===== config.mk =====
export PLATFORM = sky130hd
export DESIGN_NAME = fetch_unit
export DESIGN_NICKNAME = d
export VERILOG_FILES = /design/src/rtl/core_pkg.sv /design/src/rtl/isram_pkg.sv /design/src/rtl/pc_gen.sv /design/src/rtl/fetch_stage.sv /design/src/rtl/fetch_unit.sv
export VERILOG_INCLUDE_DIRS = /design/src /design/src/rtl
export SDC_FILE = /design/constraint.sdc
export NUM_CORES = 1
export LEC_CHECK = 0
export BUFFER_PORTS_ARGS = -buffer_cell sky130_fd_sc_hd__buf_4
export CAP_MARGIN = 5
export CORE_AREA = 3 3 88 90
export DETAILED_ROUTE_END_ITERATION = 10
export DIE_AREA = 0 0 91 93
export GPL_ROUTABILITY_DRIVEN = 0
export PLACE_DENSITY = 0.84
export SKIP_LAST_GASP = 1
export SYNTH_ARGS = -nofsm -noshare
export SYNTH_HDL_FRONTEND = slang
export SYNTH_SLANG_ARGS = --single-unit

===== constraint.sdc =====
create_clock -name i_clk -period 4.4 [get_ports i_clk]
set_input_delay 0.22 -clock i_clk [delete_from_list [all_inputs] [get_ports i_clk]]
set_output_delay 0.22 -clock i_clk [all_outputs]
set_load 0.05 [all_outputs]

===== src/rtl/fetch_consts.svh =====
// shared widths and reset pc for the fetch front end, include before any package or module use
`ifndef FETCH_CONSTS_SVH
`define FETCH_CONSTS_SVH

`default_nettype none

// core datapath widths
`define PC_WD         32  // byte address of one instruction
`define INST_WD       32  // no compressed instructions

// instruction sram port
`define SRAM_ADDR_WD  32  // byte address, 8-byte aligned on the port
`define SRAM_DATA_WD  64  // two instructions per read word

// first instruction fetched after reset
`define PC_RESETVAL   32'h8000_0000

// pc_gen resets its register one step below PC_RESETVAL
// so that the first sequential next pc lands on it

`default_nettype wire

`endif


===== src/rtl/core_pkg.sv =====
// pipeline types passed between core stages, imported by fetch and later stages
`include "fetch_consts.svh"

`default_nettype none

package core_pkg;

  // byte address of one instruction
  typedef logic [`PC_WD-1:0] pc_t;

  // one fetched instruction word
  typedef logic [`INST_WD-1:0] inst_t;

  // sequential step between instructions, fixed 4 bytes
  localparam pc_t PC_STEP = `PC_WD'(4);

  // NOTE: a wider pc would need the sram address width raised to match,
  // pc_gen drives the address straight from the next pc

endpackage : core_pkg

`default_nettype wire


===== src/rtl/isram_pkg.sv =====
// types of the instruction sram read port, imported by the fetch front end and its testbench
`include "fetch_consts.svh"

`default_nettype none

package isram_pkg;

  typedef logic [`SRAM_ADDR_WD-1:0] isram_addr_t;  // byte address
  typedef logic [`SRAM_DATA_WD-1:0] isram_data_t;  // one read word

  // which 32-bit half of the read word holds the instruction, follows pc bit 2
  typedef enum logic {
    LOWER = 1'b0,
    UPPER = 1'b1
  } isram_half_e;

endpackage : isram_pkg

`default_nettype wire


===== src/rtl/pc_gen.sv =====
// pre-fetch stage: holds the fetch pc, picks the next pc and issues the instruction sram read
`include "fetch_consts.svh"

`timescale 1ns/1ps
`default_nettype none

module pc_gen
  import core_pkg::*;
  import isram_pkg::*;
(
  input  logic        i_clk,
  input  logic        i_rst_n,
  // branch from decode
  input  logic        i_br_stall,        // branch not resolved yet
  input  logic        i_br_sel,          // one-cycle redirect pulse
  input  pc_t         i_br_target,
  // from fetch stage
  input  logic        i_fs_allowin,
  // to fetch stage
  output logic        o_fetch_req,
  output pc_t         o_pc,              // pc of the word fetch holds
  // inst sram read
  output logic        o_inst_sram_ren,
  output isram_addr_t o_inst_sram_addr
);

  logic boot_done;  // low during reset and the cycle after
  pc_t  pc_q;
  pc_t  seq_pc;
  pc_t  next_pc;
  logic pc_load;

  // first request goes out one cycle after reset is released
  always_ff @(posedge i_clk) begin
    if (!i_rst_n) begin
      boot_done <= 1'b0;
    end else begin
      boot_done <= 1'b1;
    end
  end

  assign o_fetch_req = boot_done && !i_br_stall;  // stall wins over redirect

  assign seq_pc  = pc_q + PC_STEP;
  assign next_pc = i_br_sel ? i_br_target : seq_pc;

  // a read is issued only when fetch can take the returning word
  assign pc_load = o_fetch_req && i_fs_allowin;

  always_ff @(posedge i_clk) begin
    if (!i_rst_n) begin
      pc_q <= `PC_RESETVAL - PC_STEP;  // first next pc is the reset pc
    end else if (pc_load) begin
      pc_q <= next_pc;  // now names the word coming back next cycle
    end
  end

  assign o_pc = pc_q;

  // sram word is 64 bits, so drop the byte offset within it
  assign o_inst_sram_ren  = pc_load;
  assign o_inst_sram_addr = {next_pc[`SRAM_ADDR_WD-1:3], 3'b000};

endmodule : pc_gen

`default_nettype wire


===== src/rtl/fetch_stage.sv =====
// fetch stage that holds the valid bit and selects the 32-bit instruction, instantiated by fetch_unit
`include "fetch_consts.svh"

`timescale 1ns/1ps
`default_nettype none

module fetch_stage
  import core_pkg::*;
  import isram_pkg::*;
(
  input  logic        i_clk,
  input  logic        i_rst_n,
  // from pre-fetch
  input  logic        i_fetch_req,
  input  pc_t         i_pc,
  // from decode
  input  logic        i_ds_allowin,
  // inst sram word returned one cycle after the read
  input  isram_data_t i_inst_sram_rdata,
  // to pre-fetch
  output logic        o_fs_allowin,
  // to decode
  output logic        o_fs_to_ds_valid,
  output inst_t       o_fs_inst,
  output pc_t         o_fs_pc
);

  logic        fs_valid;
  isram_half_e inst_half;
  inst_t       inst_lo;
  inst_t       inst_hi;

  // stage is empty, or its word leaves for decode this cycle
  assign o_fs_allowin = !fs_valid || i_ds_allowin;

  always_ff @(posedge i_clk) begin
    if (!i_rst_n) begin
      fs_valid <= 1'b0;
    end else if (o_fs_allowin) begin
      fs_valid <= i_fetch_req;  // bubble on branch stall
    end
  end

  assign o_fs_to_ds_valid = fs_valid;

  // the sram holds its read data while ren is low
  // which keeps the word steady under back-pressure
  assign inst_lo = i_inst_sram_rdata[`INST_WD-1:0];
  assign inst_hi = i_inst_sram_rdata[`SRAM_DATA_WD-1 -: `INST_WD];

  // pc bit 2 picks the half of the 8-byte word
  assign inst_half = isram_half_e'(i_pc[2]);

  always_comb begin
    case (inst_half)
      UPPER:   o_fs_inst = inst_hi;
      default: o_fs_inst = inst_lo;
    endcase
  end

  // pre-fetch loads its pc only with a new read
  // so it already names the word held here
  assign o_fs_pc = i_pc;

endmodule : fetch_stage

`default_nettype wire


===== src/rtl/fetch_unit.sv =====
// fetch front end top: joins pre-fetch and fetch stage to the branch, decode and inst sram ports
`timescale 1ns/1ps
`default_nettype none

module fetch_unit
  import core_pkg::*;
  import isram_pkg::*;
(
  input  logic        i_clk,
  input  logic        i_rst_n,
  // branch bus from decode
  input  logic        i_br_stall,
  input  logic        i_br_sel,
  input  pc_t         i_br_target,
  // decode handshake
  input  logic        i_ds_allowin,
  output logic        o_fs_to_ds_valid,
  output inst_t       o_fs_inst,
  output pc_t         o_fs_pc,
  // inst sram interface
  output logic        o_inst_sram_ren,
  output isram_addr_t o_inst_sram_addr,
  input  isram_data_t i_inst_sram_rdata
);

  logic fs_allowin;  // fetch stage can take a new word
  logic fetch_req;   // pre-fetch has a request
  pc_t  fetch_pc;    // pc of the word in fetch

  // pre-fetch, next pc and sram read
  pc_gen u_pc_gen (
    .i_clk            (i_clk),
    .i_rst_n          (i_rst_n),
    .i_br_stall       (i_br_stall),
    .i_br_sel         (i_br_sel),
    .i_br_target      (i_br_target),
    .i_fs_allowin     (fs_allowin),
    .o_fetch_req      (fetch_req),
    .o_pc             (fetch_pc),
    .o_inst_sram_ren  (o_inst_sram_ren),
    .o_inst_sram_addr (o_inst_sram_addr)
  );

  // fetch stage, holds the returned word toward decode
  fetch_stage u_fetch_stage (
    .i_clk             (i_clk),
    .i_rst_n           (i_rst_n),
    .i_fetch_req       (fetch_req),
    .i_pc              (fetch_pc),
    .i_ds_allowin      (i_ds_allowin),
    .i_inst_sram_rdata (i_inst_sram_rdata),
    .o_fs_allowin      (fs_allowin),
    .o_fs_to_ds_valid  (o_fs_to_ds_valid),
    .o_fs_inst         (o_fs_inst),
    .o_fs_pc           (o_fs_pc)
  );

endmodule : fetch_unit

`default_nettype wire


==> summary.txt <==
Global route
  • Vias in the first global route: 3456
  • Largest net degree at the start of global routing: 48
  • Global-route wire length before repair: 17400 um
  • Initial antenna violation count: 0
  • GRT Residual Overflow: 0
  • Gr usage total: 0.252

Synthesis
  • Library cells used by synthesis: 59
  • Predominant post-synthesis flop cell: dfxtp_1
  • Synth top area cells: dfxtp_1, mux2_2, buf_4
  • Top cell type's share of synthesized area: 0.204
  • Post-synth EDFFs: 0
  • Area leader, netlist: dfxtp_1
  • Yosys warning total: 0
  • Post-Syn Area: 3340 um2
  • Sequential fraction of the synthesis area: 0.204
  • Number of synthesized register bits: 34
  • Synth async-reset ratio: 0
  • Synth Instances: 433
  • Syn_area_per_cell: 7.72 um2

Timing
  • Worst-Margin Slew: 701 ps
  • Hold Slack: 215 ps
  • Final hold viol count: 0
  • Max Fclk: 0.349 GHz
  • Final setup viols: 0
  • RSZ-0062 raised after global routing: false
  • Setup TNS: 0 ps
  • Slew Limit Fails: 0
  • Period utilization: 0.651
  • Tmin final: 2860 ps
  • Relative slew margins: 0.528
  • Clk_skew: 8.18 ps

Critical path
  • Crit. End Element: output port
  • CP Class: register to output port
  • Startpoint types: register
  • R2R depth: 6
  • Worst EP required: 4180 ps
  • Setup slack, reg-to-reg: 2160 ps
  • Critical Path AT: 2640 ps
  • CP Max Fanout: 38
  • RR Endpoint: u_pc_gen.o_pc[29]
  • Worst r2r src: u_pc_gen.o_pc[2]

Clocking
  • Number of gates resized after cts: 0
  • Post-CTS Hold Buffers: 0
  • Clk sinks: 34
  • Postcts setup bufs: 0
  • H-tree depth: 2
  • Clk buf depth: 2
  • CTS tree: yes
  • Root Buffer Master: clkbuf_8
  • Clk_lat worst skew: 290 ps
  • Clock-pin slew on the worst setup and hold paths: 70 ps
  • Num CTS Buffers: 5

Placement
  • Post-DP HPWL: 8710 um
  • DP Area: 4540 um2
  • Number of port buffers: 195

Outcome
  • Status: completed

Pwr
  • Sw Share: 0.490
  • Pwr Density: 316 nW/um2
  • Seq pwr share: 0.248
  • Pint: 745 uW
  • Combinational power share: 0.598
  • Leak: 2.12 nW
  • Peak supply drop: 0.000187 V
  • Clk network pwr share: 0.154
  • Sw Pwr: 715 uW

Drt
  • Vias: 3706
  • Wire length per cell: 16.7 um
  • Vias per inst: 5.51
  • Iteration-0 DRC Markers: 214
  • Routed Antenna Nets: 0
  • WL final: 11200 um
  • Remaining DRCs: 0
  • Total iterations of the first detailed-routing run: 4

Min path
  • Worst Hold Path EP: u_pc_gen.o_pc[1]
  • Hold/Removal Path Class: primary input to register
  • Hold path cells: 3
  • Hold Path Origin: i_br_target[1]

Finish
  • Layout cells sized above 1: 0.452
  • Total Nets Final: 675
  • # diodes: 0
  • Post-Layout Inst Area: 4620 um2
  • Syn-to-layout area delta: 38.1%

Flow run
  • Max Cap Viol: 0

Floorplan
  • Die area: 8460 um2
  • Die Wd: 91 um
  • Core Area: 7140 um2
  • # IOs: 199
  • # rows: 31
  • Die Y: 93 um
  • Initial core utilization: 0.469
==> worst max-delay path, cell delays in order (launching register included) <==
cell and delay, ps:
dfxtp_1 330, buf_4 410, and2_1 260, nand4_1 260, nor4_1 490, xor2_1 120, mux2_2 290, buf_4 190
==> area by class of cell <==
type / instances / area, um2
fill: 641 / 2520
multi-input combinational: 322 / 2210
timing repair buffer: 198 / 1490
sequential: 34 / 681
tap: 99 / 124
clock buffer: 7 / 76.3
inverter: 12 / 45.0
==> routing by layer <==
layer,vias up,wire (um),GRT usage
li1,1809,-,-
met1,1696,4240,0.300
met2,187,5770,0.452
met3,14,1100,0.0660
met4,0,147,0.0578
met5,-,0,0
==> synthesized netlist by cell type (5+ instances only) <==
library cell   n
nor4_1        11
dfxtp_1       34
inv_1         11
buf_4         34
nand4_1       12
xor2_1        11
nor2_1        14
xnor2_1       12
and3_1         6
nor3_1         6
nand2b_1      11
nand3_1       21
a22oi_1        5
clkbuf_1      24
mux2i_1        6
a21boi_0       9
or3_1         12
a21oi_1       11
nand2_1       43
o21ai_0       36
mux2_2        43
==> layout by cell type (no fill, tap or decap), types with 5 or more instances in the layout <==
| cell type | synthesis | routed |
|---|---|---|
| a21boi_0 | 9 | 9 |
| a21oi_1 | 11 | 11 |
| mux2i_1 | 6 | 6 |
| nand2_1 | 43 | 43 |
| nor2_1 | 14 | 14 |
| xor2_1 | 11 | 11 |
| and3_1 | 6 | 6 |
| xnor2_1 | 12 | 12 |
| buf_4 | 34 | 198 |
| nand2b_1 | 11 | 11 |
| nor3_1 | 6 | 6 |
| clkbuf_8 | 2 | 5 |
| nand3_1 | 21 | 21 |
| nor4_1 | 11 | 11 |
| o21ai_0 | 36 | 36 |
| mux2_2 | 43 | 43 |
| nand4_1 | 12 | 12 |
| a22oi_1 | 5 | 5 |
| or3_1 | 12 | 12 |
| dfxtp_1 | 34 | 34 |
| inv_1 | 11 | 11 |
==> registers in the layout, summed over array words and instances, names as in the netlist <==
| name | count |
|---|---|
| u_pc_gen.boot_done | 1 |
| u_pc_gen.o_pc | 32 |
| u_fetch_stage.o_fs_to_ds_valid | 1 |
==> cells by family (layout without fill, tap and decap cells) <==
family	count (synthesis)	after routing	synth area share
buf+inv	79	217	0.139
other cells	1	3	0.00112
flops	34	34	0.204
simple gates	159	159	0.265
xor+xnor	23	23	0.0602
compound gates	87	87	0.165
mux	49	49	0.163
fa+ha+maj	1	1	0.00374
==> worst max-delay path by stage <==
stage,from,depth (start not counted),to
5_1_grt,u_pc_gen.o_pc[2],7,o_inst_sram_addr[29]
3_3_place_gp,u_pc_gen.o_pc[3],7,o_inst_sram_addr[20]
6_report,u_pc_gen.o_pc[2],7,o_inst_sram_addr[29]
3_5_place_dp,u_pc_gen.o_pc[2],7,o_inst_sram_addr[29]
4_1_cts,u_pc_gen.o_pc[2],7,o_inst_sram_addr[29]
2_1_floorplan,u_pc_gen.o_pc[9],8,o_inst_sram_addr[28]
==> power groups by stage <==
stage               sequential, mW  clock (mW)  combinational (mW)
finish                       0.363       0.224               0.873
global route                 0.367       0.239               0.925
CTS                          0.362       0.227               0.874
detailed placement           0.369           0               0.871
global placement             0.367           0               0.863
floorplan                    0.429           0               0.612
==> stage by stage <==
step	cells	total power, mW	util	setup WS (ps)
global route	672	1.53	0.647	1340
global placement	665	1.23	0.637	1930
CTS	672	1.46	0.647	1550
detailed placement	665	1.24	0.637	1870
floorplan	435	1.04	-	1810
finish	672	1.46	0.647	1540
Power figures use the tool's default switching activity.
